[src/apb_pkg.sv]
package apb_pkg;

	localparam int APB_ADDR_WIDTH = 32;
	localparam int APB_DATA_WIDTH = 32;

	// Initiator side of the bus.
	typedef struct packed {
		logic [APB_ADDR_WIDTH-1:0] paddr;
		logic [APB_DATA_WIDTH-1:0] pwdata;
		logic                      pwrite;
		logic                      psel;
		logic                      penable;
	} apb_req_t;

	// Completer side of the bus.
	typedef struct packed {
		logic [APB_DATA_WIDTH-1:0] prdata;
		logic                      pready;
		logic                      pslverr;
	} apb_rsp_t;

endpackage

[src/periph_map_pkg.sv]
package periph_map_pkg;

	// Slot 0 starts here, the others follow one window apart.
	localparam logic [31:0] MAP_BASE = 32'h1a10_0000;
	localparam int REGION_SHIFT = 12; // 4 KiB windows.

	localparam int MAX_SLOTS = 16;
	localparam int SLOT_IDX_W = $clog2(MAX_SLOTS);

	// Register layout inside one window.
	localparam int REG_COUNT = 4;
	localparam int ID_REG = 3; // Read only.
	localparam int REG_IDX_W = $clog2(REG_COUNT);
	localparam int REG_SPAN = REG_COUNT * 4; // Decoded bytes per window.

endpackage

[src/apb_addr_decoder.sv]
module apb_addr_decoder #(
	parameter int NB_SLOT = 4
) (
	input  logic               clk_i,
	input  logic               reset,
	input  apb_pkg::apb_req_t  req,
	output logic [NB_SLOT-1:0] slot_sel,
	output logic               miss
);
	import apb_pkg::*;
	import periph_map_pkg::*;

	logic                      setup;
	logic [APB_ADDR_WIDTH-1:0] offset;
	logic                      above_base;
	logic [SLOT_IDX_W-1:0]     win_idx;
	logic                      high_zero;
	logic                      idx_ok;
	logic                      hit;
	logic [NB_SLOT-1:0]        sel_next;

	if (NB_SLOT < 1 || NB_SLOT > MAX_SLOTS) begin : g_bad_cfg
		$error("apb_addr_decoder: NB_SLOT must be between 1 and MAX_SLOTS");
	end

	assign setup = req.psel & ~req.penable;

	// Window index relative to the map base.
	assign offset     = req.paddr - MAP_BASE;
	assign above_base = (req.paddr >= MAP_BASE);
	assign win_idx    = offset[REGION_SHIFT +: SLOT_IDX_W];
	assign high_zero  = (offset[APB_ADDR_WIDTH-1:REGION_SHIFT+SLOT_IDX_W] == '0);
	assign idx_ok     = ({1'b0, win_idx} < (SLOT_IDX_W + 1)'(NB_SLOT));
	assign hit        = above_base & high_zero & idx_ok;

	always_comb begin
		sel_next = '0;
		for (int i = 0; i < NB_SLOT; i++) begin
			if (hit && win_idx == SLOT_IDX_W'(i)) begin
				sel_next[i] = 1'b1;
			end
		end
	end

	// Captured in the setup cycle, held through the access phase.
	always_ff @(posedge clk_i) begin
		if (reset) begin
			slot_sel <= '0;
			miss     <= 1'b0;
		end else if (!req.psel) begin
			slot_sel <= '0;
			miss     <= 1'b0;
		end else if (setup) begin
			slot_sel <= sel_next;
			miss     <= ~hit;
		end
	end

endmodule

[src/apb_resp_mux.sv]
module apb_resp_mux #(
	parameter int NB_SLOT = 4
) (
	input  apb_pkg::apb_req_t  req,
	input  logic [NB_SLOT-1:0] slot_sel,
	input  logic               miss,
	input  apb_pkg::apb_rsp_t  slot_rsp [NB_SLOT],
	output apb_pkg::apb_rsp_t  rsp
);
	import apb_pkg::*;

	logic                      miss_access;
	logic [APB_DATA_WIDTH-1:0] or_rdata;
	logic                      or_ready;
	logic                      or_err;

	assign miss_access = miss & req.psel & req.penable;

	// At most one slot is selected, so an OR is enough.
	always_comb begin
		or_rdata = '0;
		or_ready = 1'b0;
		or_err   = 1'b0;
		for (int i = 0; i < NB_SLOT; i++) begin
			if (slot_sel[i]) begin
				or_rdata = or_rdata | slot_rsp[i].prdata;
				or_ready = or_ready | slot_rsp[i].pready;
				or_err   = or_err | slot_rsp[i].pslverr;
			end
		end
	end

	always_comb begin
		if (miss_access) begin
			rsp.prdata  = '0; // Unmapped address.
			rsp.pready  = 1'b1;
			rsp.pslverr = 1'b1;
		end else begin
			rsp.prdata  = or_rdata;
			rsp.pready  = or_ready;
			rsp.pslverr = or_err;
		end
	end

endmodule

[src/periph_bus_top.sv]
module periph_bus_top #(
	parameter int NB_SLOT     = 4,
	parameter int WAIT_STATES = 1
) (
	input  logic              clk_i,
	input  logic              reset,
	input  apb_pkg::apb_req_t req,
	output apb_pkg::apb_rsp_t rsp
);
	import apb_pkg::*;

	logic [NB_SLOT-1:0] slot_sel;
	logic               miss;
	apb_rsp_t           slot_rsp [NB_SLOT];

	apb_addr_decoder #(
		.NB_SLOT(NB_SLOT)
	) apb_addr_decoder_inst (
		.clk_i   (clk_i),
		.reset   (reset),
		.req     (req),
		.slot_sel(slot_sel),
		.miss    (miss)
	);

	// One register peripheral per 4 KiB window.
	for (genvar i = 0; i < NB_SLOT; i++) begin : g_slot
		periph_reg_slot #(
			.SLOT_ID    (i),
			.WAIT_STATES(WAIT_STATES)
		) periph_reg_slot_inst (
			.clk_i(clk_i),
			.reset(reset),
			.req  (req),
			.sel  (slot_sel[i]),
			.rsp  (slot_rsp[i])
		);
	end

	apb_resp_mux #(
		.NB_SLOT(NB_SLOT)
	) apb_resp_mux_inst (
		.req     (req),
		.slot_sel(slot_sel),
		.miss    (miss),
		.slot_rsp(slot_rsp),
		.rsp     (rsp)
	);

endmodule

[src/periph_reg_slot.sv]
module periph_reg_slot #(
	parameter int SLOT_ID     = 0,
	parameter int WAIT_STATES = 1
) (
	input  logic              clk_i,
	input  logic              reset,
	input  apb_pkg::apb_req_t req,
	input  logic              sel,
	output apb_pkg::apb_rsp_t rsp
);
	import apb_pkg::*;
	import periph_map_pkg::*;

	localparam int CNT_W = (WAIT_STATES > 0) ? $clog2(WAIT_STATES + 1) : 1;

	logic [APB_DATA_WIDTH-1:0] regs [ID_REG];
	logic [CNT_W-1:0]          wait_cnt;
	logic [REG_IDX_W-1:0]      reg_idx;
	logic                      access;
	logic                      ready;
	logic                      out_of_range;
	logic                      id_write;
	logic                      err;
	logic                      do_write;
	logic [APB_DATA_WIDTH-1:0] rdata;

	assign access = sel & req.psel & req.penable;
	assign ready  = access & (wait_cnt == CNT_W'(WAIT_STATES));

	assign reg_idx = req.paddr[2 +: REG_IDX_W]; // Word index.

	// Error cases never touch state.
	assign out_of_range = (req.paddr[REGION_SHIFT-1:0] >= REGION_SHIFT'(REG_SPAN));
	assign id_write     = req.pwrite & (reg_idx == REG_IDX_W'(ID_REG));
	assign err          = out_of_range | id_write;
	assign do_write     = ready & req.pwrite & ~err;

	// Counts access cycles until the transfer completes.
	always_ff @(posedge clk_i) begin
		if (reset) begin
			wait_cnt <= '0;
		end else if (!access || ready) begin
			wait_cnt <= '0;
		end else begin
			wait_cnt <= wait_cnt + 1'b1;
		end
	end

	always_ff @(posedge clk_i) begin
		if (reset) begin
			for (int i = 0; i < ID_REG; i++) begin
				regs[i] <= '0;
			end
		end else if (do_write) begin
			for (int i = 0; i < ID_REG; i++) begin
				if (reg_idx == REG_IDX_W'(i)) begin
					regs[i] <= req.pwdata;
				end
			end
		end
	end

	always_comb begin
		rdata = '0;
		if (reg_idx == REG_IDX_W'(ID_REG)) begin
			rdata = APB_DATA_WIDTH'(SLOT_ID); // Identity.
		end else begin
			for (int i = 0; i < ID_REG; i++) begin
				if (reg_idx == REG_IDX_W'(i)) begin
					rdata = regs[i];
				end
			end
		end
	end

	// Quiet unless selected and done waiting.
	assign rsp.pready  = ready;
	assign rsp.pslverr = ready & err;
	assign rsp.prdata  = (ready && !req.pwrite && !err) ? rdata : '0;

endmodule
[config.mk]
export PLATFORM = sky130hd
export DESIGN_NAME = periph_bus_top
export DESIGN_NICKNAME = d
export VERILOG_FILES = /design/src/apb_pkg.sv /design/src/periph_map_pkg.sv /design/src/apb_addr_decoder.sv /design/src/apb_resp_mux.sv /design/src/periph_bus_top.sv /design/src/periph_reg_slot.sv
export SDC_FILE = /design/constraint.sdc
export NUM_CORES = 1
export LEC_CHECK = 0
export BUFFER_PORTS_ARGS = -buffer_cell sky130_fd_sc_hd__buf_4
export CELL_PAD_IN_SITES_DETAIL_PLACEMENT = 1
export CELL_PAD_IN_SITES_GLOBAL_PLACEMENT = 2
export CORE_UTILIZATION = 47
export DETAILED_ROUTE_END_ITERATION = 16
export PLACE_DENSITY_LB_ADDON = 0.1
export REMOVE_ABC_BUFFERS = 1
export SLEW_MARGIN = 30
export SYNTH_ARGS = -nofsm -noshare
export SYNTH_HDL_FRONTEND = slang
export SYNTH_HIERARCHICAL = 1
export SYNTH_SLANG_ARGS = --single-unit
[constraint.sdc]
create_clock -name clk_i -period 12.8 [get_ports clk_i]
set_input_delay 1.28 -clock clk_i [delete_from_list [all_inputs] [get_ports clk_i]]
set_output_delay 1.28 -clock clk_i [all_outputs]
set_load 0.01 [all_outputs]
Yosys cells after proc, flatten, opt, wreduce, memory -nomap -nowiden:

Memory sizes are Yosys's and may differ from the RTL's.
Index checks and enable logic that the tools add are counted.

* output and inout port bits: 34
* register bits: 9
* memories kept: 4
* input bits: 69
* memory bits (writable): 384
* word-level logic and storage cells: 200

* equality and inequality tests: 6
* mux-type cells: 90
* reductions and logical operators: 30
* add/sub/neg operators: 5
* bitwise logic cells: 56
* magnitude comparators: 3

Memory list
* g_slot[0].periph_reg_slot_inst.regs: depth 3, bits a word 32, rd ports 3, clocked after Yosys merged registers in 0, write ports 3, line periph_reg_slot.sv:16 `logic [APB_DATA_WIDTH-1:0] regs [ID_REG];`
* g_slot[1].periph_reg_slot_inst.regs: depth 3, bits a word 32, rd ports 3, clocked after Yosys merged registers in 0, write ports 3, line periph_reg_slot.sv:16
* g_slot[2].periph_reg_slot_inst.regs: depth 3, bits a word 32, rd ports 3, clocked after Yosys merged registers in 0, write ports 3, line periph_reg_slot.sv:16
* g_slot[3].periph_reg_slot_inst.regs: depth 3, bits a word 32, rd ports 3, clocked after Yosys merged registers in 0, write ports 3, line periph_reg_slot.sv:16

Operators with widths (number)
* $mux 32: 36
* $or 32x32->32: 3
* $mux 1: 53
* $mux 34: 1
* $ge 32x29->1 const B: 1
* $sub 32x29->32 const B: 1
* $and 1x1->1: 30
* $or 1x1->1: 19
* $logic_not 16->1: 1
* $ge 12x5->1 const B: 1
* $logic_and 1x1->1: 12
* $reduce_or 2->1: 5
* $eq 4x2->1 const B: 2
* $logic_not 1->1: 6
* $add 1x1->1 const B: 4
* $eq 2x2->1 const B: 2
* $eq 4x1->1 const B: 1
* $logic_not 4->1: 1
* $logic_or 1x1->1: 4
* $lt 4x3->1 const B: 1
* $not 1->1: 4
* $eq 2x1->1 const B: 1
* $logic_not 2->1: 1

Logic depth before layout (Yosys ltp):

Gate-level depths: netlist of the first run.

* depth after elaboration: 14
* gate-level depth with buffers: 8

By module:

Netlist of the first run, hierarchy kept.

By module, submodules not included
* periph_reg_slot at g_slot[1].periph_reg_slot_inst ...: cells each 331, area an instance 4588.2 um2, instances 2
* periph_reg_slot at g_slot[3].periph_reg_slot_inst: cells each 328, area an instance 4606.9 um2, instances 1
* periph_reg_slot at g_slot[0].periph_reg_slot_inst: cells each 331, area an instance 4578.1 um2, instances 1
* apb_resp_mux: cells each 124, area an instance 1106.1 um2, instances 1
* apb_addr_decoder: cells each 36, area an instance 365.4 um2, instances 1

Worst setup path after synthesis of the first run:

No wires, ideal clock.

* path type: input port to flip-flop
* start point: input port req[41] (netlist name)
* end point: memory g_slot[3].periph_reg_slot_inst.regs[0][0] (enable)
* arrival time: 5.193 ns
* path slack: 7.097 ns
* stages: 3
* path through: nor4_4 -> nand2_2 -> o41ai_1

RTL lines
* start: declaration: line periph_bus_top.sv:7 `input apb_pkg::apb_req_t req,`
* end: declaration: line periph_reg_slot.sv:16

==> run summary, run 1 <==
Status - finished clean
GRT Total Usage - 0.254
Syn Std Cell Area - 19800 um2
Synth warn - 6
Cell variety after synth - 49
Non-Filler Cell Area, Final - 22200 um2
Post-synth EDFFs - 384
Initial antenna violation count - 1
Post-synthesis adder-cell area fraction - 0
Ys flop type - edfxtp_1
CP dominant cell by count - buf_4
Compound-Gate Fraction of Synth Area - 0.107
Tmin final - 5490 ps
Number of cell rows - 74
Slowest CP cell - buf_4
Setup TNS - 0 ps
Syn_area_per_cell - 13.4 um2
Vias in the first global route - 12974
Share of layout cells above drive strength 1 - 0.408
Power Total - 2870 uW
Via count - 12100
Comb pwr share - 0.070
Dpl hpwl - 30900 um
Initial core utilization - 0.481
Placed Area - 20800 um2
Slew Limit Fails - 0
Final worst slack - 7310 ps
Sequential fraction of the synthesis area - 0.590
Multiplexer area fraction after synthesis - 0.0637
Post-Place Setup Slack - 7250 ps
Async SR Flop Fraction - 0
P per Cell Area - 129 nW/um2
Critical path arrival - 4210 ps
Core footprint - 41200 um2
CTS buffer count - 43
WS Path Type - in2out
Crit path required time - 11520 ps
Worst Skew - 16.8 ps
Critical path launch point type - input pin
Final Hold Viols - 0
Layout area overhead - 12.1%
Inst Count DP - 2034
Critical Path End Type - output pin
Placer congestion estimate - 0.704
Post-route DRC violation count - 0
Critical path, cell by cell - buf_4, buf_4, nor2b_4, buf_4, nand2_1, a21oi_1, a22oi_1, a21oi_1, buf_4
HP Class - reg2reg
Initial drt markers - 686
Largest net degree at the start of global routing - 72
Hold-fix buffers, CTS - 0
PortBufs - 100
Post-Synth Simple-Gate Area - 0.167
Final setup violation count - 0
Flop pwr share - 0.518
Clk sinks - 393
Worst-Skew Late Latency - 570 ps
Post-CTS resize count - 0
First-pass GRT wire length - 80200 um
Buf/Inv on CP - 4
Largest family of logic cells by synthesized area - simple AND/OR/NAND/NOR gates
VDD IR max - 85.0 uV
Setup Buffers After CTS - 0
Die Width - 207 um
Sw Share - 0.223
RSZ-0062 raised after global routing - false
CTS clk-pin slew, worst paths - 60 ps
Internal power - 2230 uW
Maxcap violations - 0
Filler Cells Inserted - 4064
Buffer type at the clock tree root - clkbuf_16
Drt first pass iters - 5
Detail Route Antenna Nets - 0
Final Cycle Share - 0.429
Kind of cell adding the most delay to the critical path - buffers and inverters
Drt via density - 5.72
Non-Filler Instances - 2116
WL final - 53700 um
DR WL/cell - 25.4 um
Die Y - 207 um
CTS tree - done
Critical path peak fanout - 56
Slew headroom - 0.330
LEAKAGE - 0.00769 uW
Grt total ovfl - 0
Synthesized instance count - 1481
Slew @ Worst Pin - 1000 ps
Max Root-Sink Buffers - 3
Clock network fraction of total power - 0.412
P_sw - 639 uW
Flops & latches, synth - 393
Max frequency - 182 MHz
Io pins - 103
Post-Synth XOR/XNOR Area - 0.000820
Max incr delay on CP - 620 ps
H-Tree Level Count - 2
Final-stage net count - 1621
Die Area - 43000 um2
[area by class of cell]
type | count | area [um2] | share of cell area
clock inverter | 20 | 179 | 0.00805
timing repair buffer | 138 | 1150 | 0.0516
antenna | 1 | 2.50 | 0.000113
inverter | 137 | 514 | 0.0231
clock buffer | 56 | 1150 | 0.0515
multi-input combinational | 839 | 6870 | 0.309
tap | 532 | 666 | 0.0299
sequential | 393 | 11700 | 0.527
[final timing paths]
path                                                                         start  slack (ps)                                              endpoint  cells after the start
worst max-delay path                                                       req[38]        7310                                                rsp[2]                      9
worst min-delay path            g_slot[3].periph_reg_slot_inst/wait_cnt$_SDFF_PP0_         410    g_slot[3].periph_reg_slot_inst/wait_cnt$_SDFF_PP0_                      1
worst max register to register      apb_addr_decoder_inst/slot_sel[3]$_SDFFE_PP0P_        9710  g_slot[3].periph_reg_slot_inst/regs[0][86]$_DFFE_PP_                      6
worst min register to register  g_slot[3].periph_reg_slot_inst/wait_cnt$_SDFF_PP0_         410    g_slot[3].periph_reg_slot_inst/wait_cnt$_SDFF_PP0_                      1
[power by group through the flow]
| stage | Sequential (uW) | Clock, uW | Combinational (uW) |
|---|---|---|---|
| after CTS | 1490 | 1210 | 201 |
| final | 1490 | 1180 | 201 |
| after global placement | 1510 | 0 | 194 |
| after floorplan | 1510 | 0 | 103 |
| after detailed placement | 1510 | 0 | 201 |
| after global routing | 1490 | 1250 | 216 |
[sequential cells by signal, summed over array words and instances (netlist names)]
name                                  flops
apb_addr_decoder_inst/slot_sel            4
apb_addr_decoder_inst/miss                1
g_slot.periph_reg_slot_inst/regs        384
g_slot.periph_reg_slot_inst/wait_cnt      4
[worst reg2reg max path, cell delays in order, from the launching register on]
cell	delay, ps
dfxtp_2	310
buf_4	540
and4_1	460
nand2_2	70
buf_4	360
o31ai_4	550
buf_4	440
[cell usage after synthesis (all sizes together), types with 7 or more instances]
library cell  instances  area [um2]
edfxtp              384       11500
a21oi               152        1300
inv                 137         514
nor3                135        1290
nand2               134         513
mux2i               124        1240
or2                 120         751
buf                  94         828
a22oi                68         596
nand3                23         115
clkbuf               18        67.6
nor2b                11        71.3
dfxtp                 9         180
nor4                  9         191
o41ai                 9        97.6
nand4                 7         104
nor2                  7        31.3
o21ai                 7        35.0
[cells in the final DEF, fill, tap and decap left out, types with 12 or more instances in the layout]
cell         n
clkbuf_1    12
mux2i_1    124
clkbuf_16   44
nand3_1     23
inv_1      137
edfxtp_1   384
a21oi_2    144
nand2_1    130
a22oi_1     51
nor3_1      15
buf_4      129
nor3_2     117
or2_2      120
a22oi_2     17
[cell families after synthesis]
| group | count (synthesis) |
|---|---|
| AND/OR/NAND/NOR | 465 |
| AO/OA/AOI/OAI | 247 |
| buffers and inverters | 249 |
| flip-flops | 393 |
| XOR/XNOR | 1 |
| multiplexers | 126 |
[metrics by stage]
step                hold WS (ps)  utilization
floorplan                    390            -
global placement             397        0.503
detailed placement           402        0.505
CTS                          411        0.537
global route                 433        0.540
finish                       408        0.540
[layer usage]
layer	part of all wire	vias up	track usage
li1	-	5480	-
met1	0.43	6289	0.334
met2	0.50	261	0.434
met3	0.041	70	0.0351
met4	0.022	0	0.0790
met5	0	-	0
Note: power is estimated with default switching activity, not from simulation.
==> run 2, diff against run 1 <==
--- a/config.mk
+++ b/config.mk
@@ -8,7 +8,7 @@
 export BUFFER_PORTS_ARGS = -buffer_cell sky130_fd_sc_hd__buf_4
 export CELL_PAD_IN_SITES_DETAIL_PLACEMENT = 1
 export CELL_PAD_IN_SITES_GLOBAL_PLACEMENT = 2
-export CORE_UTILIZATION = 47
+export CORE_UTILIZATION = 44
 export DETAILED_ROUTE_END_ITERATION = 16
 export PLACE_DENSITY_LB_ADDON = 0.1
 export REMOVE_ABC_BUFFERS = 1
==> constraint.sdc (replaced) <==
create_clock -name clk_i -period 5.3 [get_ports clk_i]
set_input_delay 0.53 -clock clk_i [delete_from_list [all_inputs] [get_ports clk_i]]
set_output_delay 0.53 -clock clk_i [all_outputs]
set_load 0.01 [all_outputs]
==> run summary, run 2 (synthesis results as in run 1) <==
Status - finished clean (unchanged)
Critical Path End Type - output pin (unchanged)
Final Hold Viols - 0 (unchanged)
Largest regs - g_slot.periph_reg_slot_inst/regs (384), apb_addr_decoder_inst/slot_sel (4), g_slot.periph_reg_slot_inst/wait_cnt (4) (unchanged)
Most frequent cells in the layout - edfxtp_1, a21oi_2, inv_1 (unchanged)
Critical path, cell by cell - clkbuf_8, buf_4, nor2b_1, a211oi_1, nor3_1, a22oi_1, a21oi_2, buf_4 (was buf_4, buf_4, nor2b_4, buf_4, nand2_1, a21oi_1, a22oi_1, a21oi_1, buf_4)
Post-route DRC violation count - 0 (unchanged)
Worst reg2reg path startpoint - g_slot[0].periph_reg_slot_inst/wait_cnt$_SDFF_PP0_ (was apb_addr_decoder_inst/slot_sel[3]$_SDFFE_PP0P_)
First-pass GRT wire length - 82800 um (was 80200 um)
Buf/Inv on CP - 3 (was 4)
RR Endpoint - g_slot[0].periph_reg_slot_inst/regs[0][61]$_DFFE_PP_ (was g_slot[3].periph_reg_slot_inst/regs[0][86]$_DFFE_PP_)
Min Hold Slack - 246 ps (was 408 ps)
Maxcap violations - 0 (unchanged)
Initial drt markers - 728 (was 686)
P per Cell Area - 310 nW/um2 (was 129 nW/um2)
Filler Cells Inserted - 4454 (was 4064)
Initial antenna violation count - 0 (was 1)
Max incr delay on CP - 640 ps (was 620 ps)
Layout area overhead - 12.7% (was 12.1%)
Crit path required time - 4770 ps (was 11520 ps)
Critical path launch point type - input pin (unchanged)
Critical path peak fanout - 59 (was 56)
Slew Limit Fails - 0 (unchanged)
CP Depth - 8 (was 9)
Inst Count DP - 2102 (was 2034)
R2r setup slk - 2480 ps (was 9710 ps)
PortBufs - 100 (unchanged)
H-Tree Level Count - 2 (unchanged)
Worst Reg-to-Reg Cells - 5 (was 6)
Leading cell type in the layout, fill and taps excluded - edfxtp_1 (unchanged)
HP Class - in2reg (was reg2reg)
Tmin final - 3580 ps
Critical Path End - rsp[3] (was rsp[2])
Detail Route Antenna Nets - 0 (unchanged)
Io pins - 103 (unchanged)
Drt via density - 5.58 (was 5.72)
Max frequency - 280 MHz
Core footprint - 44300 um2 (was 41200 um2)
Initial core utilization - 0.448 (was 0.481)
FF/Latch Area - 11700 um2 (unchanged)
Drt first pass iters - 5 (unchanged)
Final setup violation count - 0 (unchanged)
Buffer type at the clock tree root - clkbuf_16 (unchanged)
Setup Buffers After CTS - 0 (unchanged)
DR WL/cell - 25.5 um (was 25.4 um)
Hold-fix buffers, CTS - 0 (unchanged)
Worst Skew - 25.8 ps (was 16.8 ps)
Number of cell rows - 77 (was 74)
Power Total - 6930 uW (was 2870 uW)
Biggest register - g_slot.periph_reg_slot_inst/regs (unchanged)
Grt total ovfl - 0 (unchanged)
Slew headroom - 0.362 (was 0.330)
VDD IR max - 289 uV (was 85.0 uV)
Multi-input gate area - 6850 um2 (was 6870 um2)
Max Root-Sink Buffers - 3 (unchanged)
Post-CTS resize count - 0 (unchanged)
CTS clk-pin slew, worst paths - 60 ps (about the same)
Final-stage net count - 1629 (was 1621)
WS Path Type - in2out (unchanged)
N_diodes - 0 (was 1)
Dpl hpwl - 32500 um (was 30900 um)
Via count - 12195 (was 12100)
Final core area utilization - 0.504 (was 0.540)
Slew @ Worst Pin - 956 ps (was 1000 ps)
Kind of cell adding the most delay to the critical path - buffers and inverters (unchanged)
Clk sinks - 393 (unchanged)
Largest net degree at the start of global routing - 60 (was 72)
Number of flip-flops in the largest register - 384 (unchanged)
Critical path arrival - 3050 ps (was 4210 ps)
Vias in the first global route - 13188 (was 12974)
CTS tree - done (unchanged)
Non-Filler Instances - 2186 (was 2116)
CP Launch Point - req[37] (was req[38])
RSZ-0062 raised after global routing - false (unchanged)
WL final - 55700 um (was 53700 um)
Slowest CP cell - buf_4 (unchanged)
Die Area - 45900 um2 (was 43000 um2)
CTS buffer count - 44 (was 43)
Final Cycle Share - 0.675
Die Y - 214 um (was 207 um)
Share of layout cells above drive strength 1 - 0.412 (was 0.408)
CP dominant cell by count - buf_4 (unchanged)
Placer congestion estimate - 0.721 (was 0.704)
Die Width - 214 um (was 207 um)
GRT Total Usage - 0.246 (was 0.254)
Worst-Skew Late Latency - 580 ps (was 570 ps)
LEAKAGE - 0.00773 uW (was 0.00769 uW)
## run 2: stage by stage
step	setup slack, ps	setup TNS, ps	instance area [um2]
2_1_floorplan	-653	-155720	18900
3_3_place_gp	1560	0	20900
3_5_place_dp	1670	0	20900
4_1_cts	1660	0	22300
5_1_grt	1570	0	22400
6_report	1720	0	22400
## run 2: how the worst min path moves through the flow
| stage | from | end | cells after the start |
|---|---|---|---|
| floorplan | g_slot[0].periph_reg_slot_inst/wait_cnt$_SDFF_PP0_ | g_slot[0].periph_reg_slot_inst/wait_cnt$_SDFF_PP0_ | 1 |
| global placement | g_slot[3].periph_reg_slot_inst/wait_cnt$_SDFF_PP0_ | g_slot[3].periph_reg_slot_inst/wait_cnt$_SDFF_PP0_ | 1 |
| detailed placement | g_slot[2].periph_reg_slot_inst/wait_cnt$_SDFF_PP0_ | g_slot[2].periph_reg_slot_inst/wait_cnt$_SDFF_PP0_ | 1 |
| CTS | reset | g_slot[0].periph_reg_slot_inst/wait_cnt$_SDFF_PP0_ | 2 |
| global route | reset | g_slot[3].periph_reg_slot_inst/wait_cnt$_SDFF_PP0_ | 2 |
| finish | reset | g_slot[0].periph_reg_slot_inst/wait_cnt$_SDFF_PP0_ | 2 |
## run 2: area by class of cell
cell class | instances | area share
clock buffer | 57 | 0.0533
clock inverter | 23 | 0.00660
inverter | 137 | 0.0230
multi-input combinational | 839 | 0.306
sequential | 393 | 0.524
tap | 592 | 0.0331
timing repair buffer | 145 | 0.0535
## run 2: where the power goes
group          switching [uW]  internal, uW  total [uW]
sequential               40.5          3550        3590
clock                    1210          1630        2850
combinational             317           172         488
## run 2: metal layers
layer,share of wire,global-route usage,vias to the layer above
met5,0,0,-
met4,0.023,0.0774,0
met3,0.042,0.0308,76
met2,0.50,0.425,297
met1,0.43,0.321,6322
li1,-,-,5500
==> run 3, diff against run 2 <==
--- a/config.mk
+++ b/config.mk
@@ -8,7 +8,7 @@
 export BUFFER_PORTS_ARGS = -buffer_cell sky130_fd_sc_hd__buf_4
 export CELL_PAD_IN_SITES_DETAIL_PLACEMENT = 1
 export CELL_PAD_IN_SITES_GLOBAL_PLACEMENT = 2
-export CORE_UTILIZATION = 44
+export CORE_UTILIZATION = 40
 export DETAILED_ROUTE_END_ITERATION = 16
 export PLACE_DENSITY_LB_ADDON = 0.1
 export REMOVE_ABC_BUFFERS = 1
==> constraint.sdc (replaced) <==
create_clock -name clk_i -period 3 [get_ports clk_i]
set_input_delay 0.3 -clock clk_i [delete_from_list [all_inputs] [get_ports clk_i]]
set_output_delay 0.3 -clock clk_i [all_outputs]
set_load 0.01 [all_outputs]
==> run summary, run 3 (synthesis results as in run 1) <==
Layout area overhead - 16.1% (was 12.7%)
Critical path peak fanout - 31 (was 59)
Filler Cells Inserted - 4946 (was 4454)
CTS clk-pin slew, worst paths - 60 ps (about the same)
Core footprint - 49000 um2 (was 44300 um2)
Clk sinks - 393 (unchanged)
Multi-input gate area - 6840 um2 (was 6850 um2)
Detail Route Antenna Nets - 0 (unchanged)
DR WL/cell - 25.4 um (was 25.5 um)
Initial core utilization - 0.405 (was 0.448)
Slew Limit Fails - 0 (unchanged)
Number of cell rows - 81 (was 77)
WS Path Type - reg2out (was in2out)
Most frequent cells in the layout - edfxtp_1, buf_4, a21oi_2 (was edfxtp_1, a21oi_2, inv_1)
Largest regs - g_slot.periph_reg_slot_inst/regs (384), apb_addr_decoder_inst/slot_sel (4), g_slot.periph_reg_slot_inst/wait_cnt (4) (unchanged)
Critical Path End Type - output pin (unchanged)
Setup TNS - 0 ps (unchanged)
Drt via density - 5.34 (was 5.58)
Worst Reg-to-Reg Cells - 4 (was 5)
P per Cell Area - 563 nW/um2 (was 310 nW/um2)
Final Cycle Share - 0.954
Dpl hpwl - 35900 um (was 32500 um)
Final worst slack - 138 ps (was 1720 ps)
CTS tree - done (unchanged)
Worst reg2reg path startpoint - apb_addr_decoder_inst/slot_sel[1]$_SDFFE_PP0P_ (was g_slot[0].periph_reg_slot_inst/wait_cnt$_SDFF_PP0_)
CP Launch Point - apb_addr_decoder_inst/slot_sel[1]$_SDFFE_PP0P_ (was req[37])
FF/Latch Area - 11700 um2 (unchanged)
Max Root-Sink Buffers - 3 (unchanged)
Drt first pass iters - 5 (unchanged)
Die Y - 225 um (was 214 um)
Met3 wire length - 2150 um (was 2340 um)
RSZ-0062 raised after global routing - false (unchanged)
Post-CTS resize count - 0 (unchanged)
R2r setup slk - 740 ps (was 2480 ps)
Post-route DRC violation count - 0 (unchanged)
Worst Skew - 16.6 ps (was 25.8 ps)
Tmin final - 2860 ps
First-pass GRT wire length - 85100 um (was 82800 um)
Initial antenna violation count - 0 (unchanged)
Vias in the first global route - 12831 (was 13188)
Critical path launch point type - register (was input pin)
HP Class - in2reg (unchanged)
Slew headroom - 0.517 (was 0.362)
Max frequency - 349 MHz
Slew @ Worst Pin - 725 ps (was 956 ps)
Number of flip-flops in the largest register - 384 (unchanged)
LEAKAGE - 0.00804 uW (was 0.00773 uW)
Non-Filler Instances - 2301 (was 2186)
Inst Count DP - 2212 (was 2102)
Final core area utilization - 0.470 (was 0.504)
Final setup violation count - 0 (unchanged)
WL final - 58400 um (was 55700 um)
Crit path required time - 2700 ps (was 4770 ps)
Post-Place Setup Slack - 285 ps (was 1670 ps)
Placer congestion estimate - 0.737 (was 0.721)
Power Total - 13000 uW (was 6930 uW)
Grt total ovfl - 0 (unchanged)
Maxcap violations - 0 (unchanged)
Worst-Skew Late Latency - 570 ps (was 580 ps)
H-Tree Level Count - 2 (unchanged)
PortBufs - 100 (unchanged)
Critical path arrival - 2560 ps (was 3050 ps)
CTS buffer count - 47 (was 44)
Largest net degree at the start of global routing - 50 (was 60)
Buffer type at the clock tree root - clkbuf_16 (unchanged)
Biggest register - g_slot.periph_reg_slot_inst/regs (unchanged)
Die Width - 225 um (was 214 um)
RR Endpoint - g_slot[1].periph_reg_slot_inst/regs[0][16]$_DFFE_PP_ (was g_slot[0].periph_reg_slot_inst/regs[0][61]$_DFFE_PP_)
WL met2 - 28600 um (was 28000 um)
Post-Route M1 WL - 26500 um (was 24000 um)
Via count - 12297 (was 12195)
Share of layout cells above drive strength 1 - 0.432 (was 0.412)
Final-stage net count - 1670 (was 1629)
Io pins - 103 (unchanged)
VDD IR max - 322 uV (was 289 uV)
N_diodes - 0 (unchanged)
Die Area - 50500 um2 (was 45900 um2)
Leading cell type in the layout, fill and taps excluded - edfxtp_1 (unchanged)
Initial drt markers - 617 (was 728)
Top layer in use - met4 (unchanged)
Critical Path End - rsp[23] (was rsp[3])
Status - finished clean (unchanged)
GRT Total Usage - 0.235 (was 0.246)
Final Hold Viols - 0 (unchanged)
-- run 3: how the worst min path moves through the flow --
stage	from	end	slack, ps	depth (start not counted)
after floorplan	reset	g_slot[0].periph_reg_slot_inst/wait_cnt$_SDFF_PP0_	380	1
after global placement	g_slot[1].periph_reg_slot_inst/wait_cnt$_SDFF_PP0_	g_slot[1].periph_reg_slot_inst/wait_cnt$_SDFF_PP0_	400	1
after detailed placement	g_slot[0].periph_reg_slot_inst/wait_cnt$_SDFF_PP0_	g_slot[0].periph_reg_slot_inst/wait_cnt$_SDFF_PP0_	400	1
after CTS	req[1]	g_slot[3].periph_reg_slot_inst/wait_cnt$_SDFF_PP0_	7	3
after global routing	req[1]	g_slot[3].periph_reg_slot_inst/wait_cnt$_SDFF_PP0_	40	3
final	req[1]	g_slot[3].periph_reg_slot_inst/wait_cnt$_SDFF_PP0_	40	3
-- run 3: layout make-up --
cell class / instances / share of cell area
flip-flops and latches: 393 / 0.509
multi-input cells: 839 / 0.297
repair buffers: 183 / 0.0687
clock buffers: 51 / 0.0517
well taps: 664 / 0.0361
inverters: 137 / 0.0223
clock inverters: 34 / 0.0151
-- run 3: stage by stage --
step	hold WS, ps	area, um2
2_1_floorplan	377	18900
3_3_place_gp	397	21400
6_report	38.7	23000
3_5_place_dp	402	21400
5_1_grt	38.3	23000
4_1_cts	6.92	23000
-- run 3: worst max-delay path: stages, from the launching register on --
cell      delay [ps]
dfxtp_2          320
and4_1           320
nand4b_4         170
buf_4            390
a21oi_2          200
a22oi_1          100
a21oi_2          310
buf_4            180
-- run 3: power by group --
group | switching, uW | internal, uW | leakage (uW) | total (uW)
Sequential | 71.4 | 6270 | 0.00372 | 6350
Combinational | 584 | 334 | 0.00356 | 917
Clock | 2240 | 3460 | 0.000765 | 5700
-- run 3: routing by layer --
layer / global-route usage / vias up
met5: 0 / -
met4: 0.0579 / 0
met3: 0.0297 / 73
met2: 0.398 / 247
met1: 0.320 / 6395
li1: - / 5582
-- run 3: repair_timing --
item,in CTS,in global routing
setup endpoints to repair,5,0
hold buffers,1,0
hold endpoints to repair,4,0
setup buffers,3,0
